<file path="config.mk">
export PLATFORM = sky130hd
export DESIGN_NAME = exec_core
export DESIGN_NICKNAME = d
export VERILOG_FILES = /design/src/hw/mips_pkg.sv /design/src/hw/exec_core.sv /design/src/hw/execute_stage.sv /design/src/hw/instr_decode.sv /design/src/hw/reg_file.sv
export SDC_FILE = /design/constraint.sdc
export NUM_CORES = 2
export LEC_CHECK = 0
export BUFFER_PORTS_ARGS = -buffer_cell sky130_fd_sc_hd__buf_4
export CELL_PAD_IN_SITES_DETAIL_PLACEMENT = 1
export CELL_PAD_IN_SITES_GLOBAL_PLACEMENT = 1
export CORE_MARGIN = 2
export CORE_UTILIZATION = 48
export DETAILED_ROUTE_END_ITERATION = 10
export PLACE_DENSITY_LB_ADDON = 0.1
export REMOVE_ABC_BUFFERS = 1
export SETUP_SLACK_MARGIN = 0.5
export SYNTH_ARGS = -nofsm -noshare
export SYNTH_HDL_FRONTEND = slang
export SYNTH_HIERARCHICAL = 1
export SYNTH_SLANG_ARGS = --single-unit
</file>
<file path="constraint.sdc">
create_clock -name clk -period 4.9 [get_ports clk]
set_clock_uncertainty 0.05 [all_clocks]
set_input_delay 0.49 -clock clk [delete_from_list [all_inputs] [get_ports clk]]
set_output_delay 0.49 -clock clk [all_outputs]
set_load 0.02 [all_outputs]
</file>
<file path="src/hw/mips_pkg.sv">
//==========================================================================
// mips integer execute slice, shared types
// word and index types, opcode and funct encodings, alu ops, stage structs
//==========================================================================
package mips_pkg;

   localparam int num_regs = 32;   // architectural register count

   typedef logic [31:0] word_t;      // data word
   typedef logic [4:0]  reg_addr_t;  // register index
   typedef logic [4:0]  shamt_t;     // shift amount field

   // primary opcodes in use, bits 31:26
   typedef enum logic [5:0] {
      OP_SPECIAL = 6'h00,  // r-type, op in funct
      OP_ADDIU   = 6'h09,
      OP_SLTI    = 6'h0a,
      OP_ANDI    = 6'h0c,
      OP_ORI     = 6'h0d,
      OP_XORI    = 6'h0e,
      OP_LUI     = 6'h0f
   } opcode_t;

   // r-type function codes in use, bits 5:0
   typedef enum logic [5:0] {
      F_SLL  = 6'h00,
      F_SRL  = 6'h02,
      F_ADDU = 6'h21,
      F_SUBU = 6'h23,
      F_AND  = 6'h24,
      F_OR   = 6'h25,
      F_XOR  = 6'h26,
      F_NOR  = 6'h27,
      F_SLT  = 6'h2a
   } funct_t;

   typedef enum logic [3:0] {
      ALU_ADD,
      ALU_SUB,
      ALU_AND,
      ALU_OR,
      ALU_XOR,
      ALU_NOR,
      ALU_SLT,   // signed compare
      ALU_SLL,
      ALU_SRL,
      ALU_LUI    // imm into upper half
   } alu_op_t;

   // decoder output, one instruction
   typedef struct packed {
      reg_addr_t rs;       // source a
      reg_addr_t rt;       // source b
      reg_addr_t rd;       // destination, rt for i-type
      alu_op_t   op;
      word_t     imm;      // already extended
      shamt_t    shamt;
      logic      use_imm;  // b operand from imm
      logic      we;       // valid, legal, nonzero dest
      logic      illegal;  // valid but unknown encoding
   } decoded_t;

   // registered writeback
   typedef struct packed {
      logic      valid;
      reg_addr_t addr;
      word_t     data;
   } wb_t;

endpackage
</file>
<file path="src/hw/exec_core.sv">
//==========================================================================
// mips integer execute slice, top level
// decoder, register file and execute stage, two instructions in flight
//==========================================================================
`timescale 1ns/100ps

module exec_core (
   input  logic                clk,
   input  logic                rst,          // sync, active high
   input  mips_pkg::word_t     instr,
   input  logic                instr_valid,  // one-cycle strobe
   input  mips_pkg::reg_addr_t dbg_addr,
   output mips_pkg::wb_t       wb,           // result, one cycle after strobe
   output logic                illegal,
   output mips_pkg::word_t     dbg_data
);
   import mips_pkg::*;

   decoded_t dec;      // decode out, same cycle
   word_t    rs_data;
   word_t    rt_data;

   instr_decode u_decode (
      .instr_valid (instr_valid),
      .instr       (instr),
      .dec         (dec)
   );

   // write port is fed back from the wb register
   reg_file u_regs (
      .clk      (clk),
      .rst      (rst),
      .rs_addr  (dec.rs),
      .rt_addr  (dec.rt),
      .dbg_addr (dbg_addr),
      .wb       (wb),
      .rs_data  (rs_data),
      .rt_data  (rt_data),
      .dbg_data (dbg_data)
   );

   execute_stage u_exec (
      .clk     (clk),
      .rst     (rst),
      .dec     (dec),
      .rs_data (rs_data),
      .rt_data (rt_data),
      .wb      (wb),
      .illegal (illegal)
   );

endmodule

</file>
<file path="src/hw/execute_stage.sv">
//==========================================================================
// execute stage, alu plus registered writeback
// one cycle from decode to wb, illegal flag rides the same stage
//==========================================================================
`timescale 1ns/100ps

module execute_stage (
   input  logic               clk,
   input  logic               rst,
   input  mips_pkg::decoded_t dec,
   input  mips_pkg::word_t    rs_data,  // operand a, bypassed
   input  mips_pkg::word_t    rt_data,
   output mips_pkg::wb_t      wb,       // valid for one cycle
   output logic               illegal   // pulse, one cycle after strobe
);
   import mips_pkg::*;

   word_t op_a;
   word_t op_b;    // rt or extended imm
   word_t result;

   assign op_a = rs_data;
   assign op_b = dec.use_imm ? dec.imm : rt_data;

   always_comb begin
      case (dec.op)
         ALU_ADD: result = op_a + op_b;   // wraps, no overflow trap
         ALU_SUB: result = op_a - op_b;
         ALU_AND: result = op_a & op_b;
         ALU_OR:  result = op_a | op_b;
         ALU_XOR: result = op_a ^ op_b;
         ALU_NOR: result = ~(op_a | op_b);
         ALU_SLT: result = ($signed(op_a) < $signed(op_b)) ? 32'd1 : 32'd0;
         ALU_SLL: result = rt_data << dec.shamt;
         ALU_SRL: result = rt_data >> dec.shamt;   // logical
         ALU_LUI: result = {dec.imm[15:0], 16'h0000};
         default: result = '0;
      endcase
   end

   // payload follows decode each cycle, valid and illegal are cleared by reset
   always_ff @(posedge clk) begin
      wb.addr <= dec.rd;
      wb.data <= result;
      if (rst) begin
         wb.valid <= 1'b0;
         illegal  <= 1'b0;
      end else begin
         wb.valid <= dec.we;
         illegal  <= dec.illegal;
      end
   end

   // an illegal instruction must never reach the register file
   a_wb_not_illegal : assert property (
      @(posedge clk) disable iff (rst)
      !(wb.valid && illegal)
   ) else $error("writeback valid together with illegal");

endmodule

</file>
<file path="src/hw/instr_decode.sv">
//==========================================================================
// instruction decoder, combinational
// splits the word into fields, picks the alu op and extends the immediate
//==========================================================================
`timescale 1ns/100ps

module instr_decode (
   input  logic                 instr_valid,  // strobe, taken this edge
   input  mips_pkg::word_t      instr,
   output mips_pkg::decoded_t   dec
);
   import mips_pkg::*;

   opcode_t   opcode;    // bits 31:26
   funct_t    funct;     // bits 5:0
   word_t     imm_sext;  // addiu, slti
   word_t     imm_zext;  // andi, ori, xori, lui
   reg_addr_t dest;      // rd or rt
   logic      known;     // encoding in the supported set

   assign opcode   = opcode_t'(instr[31:26]);
   assign funct    = funct_t'(instr[5:0]);
   assign imm_sext = {{16{instr[15]}}, instr[15:0]};
   assign imm_zext = {16'h0000, instr[15:0]};

   always_comb begin
      dec       = '0;
      dec.rs    = instr[25:21];
      dec.rt    = instr[20:16];
      dec.shamt = instr[10:6];
      dec.op    = ALU_ADD;
      dec.imm   = imm_sext;
      known     = 1'b1;
      dest      = instr[15:11];  // r-type default

      case (opcode)
         OP_SPECIAL: begin
            case (funct)
               F_ADDU:  dec.op = ALU_ADD;
               F_SUBU:  dec.op = ALU_SUB;
               F_AND:   dec.op = ALU_AND;
               F_OR:    dec.op = ALU_OR;
               F_XOR:   dec.op = ALU_XOR;
               F_NOR:   dec.op = ALU_NOR;
               F_SLT:   dec.op = ALU_SLT;
               F_SLL:   dec.op = ALU_SLL;
               F_SRL:   dec.op = ALU_SRL;
               default: known  = 1'b0;
            endcase
         end
         OP_ADDIU: dec.op = ALU_ADD;   // sign-extended imm
         OP_SLTI:  dec.op = ALU_SLT;
         OP_ANDI: begin
            dec.op  = ALU_AND;
            dec.imm = imm_zext;
         end
         OP_ORI: begin
            dec.op  = ALU_OR;
            dec.imm = imm_zext;
         end
         OP_XORI: begin
            dec.op  = ALU_XOR;
            dec.imm = imm_zext;
         end
         OP_LUI: begin
            dec.op  = ALU_LUI;
            dec.imm = imm_zext;        // shifted up in execute
         end
         default: known = 1'b0;
      endcase

      // every i-type writes rt and takes imm as operand b
      if (opcode != OP_SPECIAL) begin
         dest        = instr[20:16];
         dec.use_imm = 1'b1;
      end

      dec.rd      = dest;
      dec.illegal = instr_valid & ~known;
      dec.we      = instr_valid & known & (dest != '0);  // r0 writes dropped here
   end

endmodule

</file>
<file path="src/hw/reg_file.sv">
//==========================================================================
// 32x32 register file, two operand reads plus a host read port
// single gated write from writeback, r0 hardwired zero, write bypass
//==========================================================================
`timescale 1ns/100ps

module reg_file (
   input  logic                clk,
   input  logic                rst,       // sync, clears every register
   input  mips_pkg::reg_addr_t rs_addr,
   input  mips_pkg::reg_addr_t rt_addr,
   input  mips_pkg::reg_addr_t dbg_addr,  // host inspect index
   input  mips_pkg::wb_t       wb,        // write port
   output mips_pkg::word_t     rs_data,
   output mips_pkg::word_t     rt_data,
   output mips_pkg::word_t     dbg_data   // stored value only, no bypass
);
   import mips_pkg::*;

   word_t               regs [num_regs];  // register array
   logic [num_regs-1:0] we_sel;           // one-hot write select

   // write decoder, gated by wb.valid, r0 never selected
   always_comb begin
      we_sel = '0;
      if (wb.valid)
         we_sel[wb.addr] = 1'b1;
      we_sel[0] = 1'b0;
   end

   // one word per register, same shape for all 32
   for (genvar i = 0; i < num_regs; i++) begin : g_reg
      always_ff @(posedge clk) begin
         if (rst)
            regs[i] <= '0;
         else if (we_sel[i])
            regs[i] <= wb.data;
      end
   end

   // operand read with zero reg and bypass of the write in flight
   function automatic word_t read_port(input reg_addr_t addr);
      word_t val;
      if (addr == '0)
         val = '0;
      else if (wb.valid && (wb.addr == addr))
         val = wb.data;  // value lands on this same edge
      else
         val = regs[addr];
      return val;
   endfunction

   always_comb begin
      rs_data = read_port(rs_addr);
      rt_data = read_port(rt_addr);
   end

   assign dbg_data = regs[dbg_addr];  // raw array, r0 is zero by reset

   // decoder must never let a writeback aim at r0
   a_no_r0_write : assert property (
      @(posedge clk) disable iff (rst)
      wb.valid |-> (wb.addr != '0)
   ) else $error("writeback targets register 0");

endmodule

</file>
==> impl_metrics.json <==
{
  "cts_hold_buf": 0,
  "slew_headroom_pct": 5.830,
  "synth.yosys.seq_area_share_pct": 42.23,
  "critPathArrivalTime_ps": 5450,
  "synth_cell_types": 86,
  "dieArea_mm2": 0.1539,
  "htreeDepth": 3,
  "postRouteAntennaNets": 0,
  "wirelength_um": 363300,
  "r2r.worst_path.cells": 25,
  "clock_sinks": 1031,
  "power_frac_seq_pct": 37.6,
  "clock_latency_ps": 820,
  "drc_errors": 0,
  "firstDrtPassIters": 7,
  "setup_viol": 1,
  "syn_area_mm2": 0.07238,
  "p_leak_uw": 0.03387,
  "grt.total_usage_pct": 46.64,
  "start_util_pct": 48.33,
  "rsz0062_at_grt": "true",
  "root_buffer": "clkbuf_16",
  "clkPwrFrac_pct": 33.5,
  "path_class": "flop to flop",
  "switching_share_pct": 33.85,
  "grt_antenna_before_repair": 44,
  "die_w_um": 392.3,
  "numPortBuffers": 110,
  "ys_ff_latch": 1031,
  "yosys-top-cells-area": "edfxtp_1, mux4_2, and2_1, mux2i_1, mux2_2",
  "synth_top_area_share_pct": 41.15,
  "synthTopCellsByCount": "and2_1, edfxtp_1, mux4_2",
  "rows": 142,
  "yosysMostFrequentCell": "and2_1",
  "cp_data_required_time_ps": 5430,
  "tightest_slew_ps": 1409,
  "max_freq_mhz": 203.3,
  "hold_viol_final": 0,
  "drive_above_1_share_pct": 38.22,
  "core_mm2": 0.1498,
  "synth_edf_count": 992,
  "grt_pass1_wl_um": 499200,
  "total_power_uw": 28260,
  "clock_path_buffers": 3,
  "place_area_mm2": 0.08181,
  "fin_cells": 8684,
  "crit_path_end_kind": "flop",
  "peakVddDrop_uv": 343.1,
  "p_switching_uw": 9564,
  "netlist_instances": 5902,
  "synthFlopType": "edfxtp_1",
  "synth_top_cell_by_area": "edfxtp_1",
  "hold_class": "primary input to flop",
  "first_global_vias": 63310,
  "drv_slew": 0,
  "grt_max_degree": 86,
  "numCtsBuffers": 118,
  "cts_tree": "done",
  "nets": 6668,
  "first_iter_violations": 10340,
  "comb_power_share_pct": 28.9,
  "final_cell_area_mm2": 0.08850,
  "yosys_warnings": 6,
  "worstSetupStartpointType": "flop",
  "fillCellCount": 14760,
  "dp_hpwl_um": 250700,
  "routed_via_density": 7.330,
  "fin_ws_ps": -18.24,
  "syn2layout_area_growth_pct": 22.27,
  "io_pins": 111,
  "p_int_uw": 18690,
  "syn_area_per_cell_um2": 12.26,
  "p_per_area_mw_per_mm2": 319.3,
  "min_path_cells": 2,
  "grt-ovfl-total": 0,
  "place.gp.congestion": 1.032,
  "drv_cap": 0,
  "violations": "negative setup slack",
  "dp_cells": 8337,
  "async_flop_share_pct": 0,
  "clk_pin_slew_worst_paths_ps": 60,
  "path_max_fanout": 4,
  "vias": 63660,
  "outcome": "finished, violations left",
  "fin_crit_ps": 4918,
  "r2r_slack_ps": -20,
  "die_h_um": 392.3,
  "wire_per_inst_um": 41.84,
  "fin_crit_sh_pct": 100.4
}
==> area by class of cell <==
type / count / area, um2 / area share, %
multi-input combinational: 4099 / 40580 / 45.86
clock inverter: 72 / 932.1 / 1.053
timing repair buffer: 1166 / 10250 / 11.59
antenna: 41 / 102.6 / 0.1159
tap: 2016 / 2522 / 2.850
clock buffer: 147 / 3103 / 3.506
inverter: 112 / 430.4 / 0.4863
sequential: 1031 / 30570 / 34.55
==> power groups by stage <==
stage	Clock [uW]	Combinational [uW]	Sequential (uW)
after floorplan	0	2700	10900
after detailed placement	0	7360	10700
after CTS	9490	7730	10600
final	9480	8160	10600
after global routing	9790	8370	10600
after global placement	0	7260	10700
==> layout by cell type (no fill, tap or decap), types with 60 or more instances in the layout <==
| master | synthesis | routed |
|---|---|---|
| buf_4 | 77 | 1019 |
| and2_1 | 1000 | 1000 |
| edfxtp_1 | 992 | 992 |
| mux4_2 | 633 | 633 |
| mux2i_1 | 308 | 287 |
| nor2_1 | 328 | 283 |
| mux2_2 | 213 | 213 |
| nand2_1 | 189 | 176 |
| a21oi_1 | 167 | 146 |
| a22oi_1 | 151 | 136 |
| clkbuf_16 | 0 | 120 |
| o21ai_0 | 138 | 117 |
| inv_1 | 107 | 103 |
| buf_12 | 0 | 93 |
| o22ai_1 | 74 | 73 |
| ha_1 | 98 | 64 |
| a211oi_1 | 87 | 60 |
==> sequential cells by signal, summed over array words and instances, names as in the netlist <==
register        cells
u_exec/wb          38
u_regs/regs       992
u_exec/illegal      1
==> metal layers <==
metal / GRT usage [%] / part of all wire [%] / vias to the layer above
li1: - / - / 24080
met1: 60.93 / 36 / 32680
met2: 67.41 / 43 / 5422
met3: 15.34 / 14 / 1441
met4: 28.11 / 7.4 / 36
met5: 0 / 0.066 / -
==> repair_timing <==
action,in CTS,in global routing
setup buffers,57,27
pin swaps,96,74
gates resized for setup,272,122
endpoints found under the setup margin,32,31
gates cloned,2,1
==> worst max-delay path, stage by stage (launching register included) <==
cell	delay (ps)
dfxtp_2	340
xnor2_2	190
nand2_1	120
buf_6	140
nor4_4	310
buf_4	170
buf_6	120
buf_6	110
a211oi_4	70
nor3_4	370
mux2i_2	160
buf_4	180
fa_2	430
nor2b_4	150
buf_6	120
o21ai_4	210
a31oi_4	140
o41ai_4	230
buf_4	200
o21ai_2	70
buf_6	130
a31o_4	220
buf_6	120
mux2i_4	150
xnor2_2	140
o21ai_1	90
==> final timing paths <==
check,start,to
setup / recovery,u_exec/wb[35],u_exec/wb[22]
hold / removal,instr[13],u_exec/wb[34]
setup reg to reg,u_exec/wb[35],u_exec/wb[22]
hold reg to reg,u_exec/wb[7],u_regs/regs[3][7]
==> through the flow <==
step	hold slack, ps	worst slack [ps]	setup TNS, ps	utilization, %
6_report	126.9	-18.24	-18.24	59.09
5_1_grt	81.75	-78.59	-261.3	59.03
4_1_cts	67.05	13.28	0	58.49
3_5_place_dp	739.9	-1329	-28260	54.62
3_3_place_gp	735.2	-1214	-26550	54.62
2_1_floorplan	511.6	-1778	-43660	-
==> kinds of logic after synthesis <==
family / Yosys count / synth area share (%)
adders and majority gates: 100 / 1.749
and+or+nand+nor: 1777 / 13.54
muxes: 1155 / 27.29
buffers and inverters: 772 / 4.726
DFF: 1031 / 42.23
xor gates and xnor gates: 30 / 0.3630
AOI/OAI and AO/OA: 1037 / 10.10
Power figures use the tool's default switching activity.
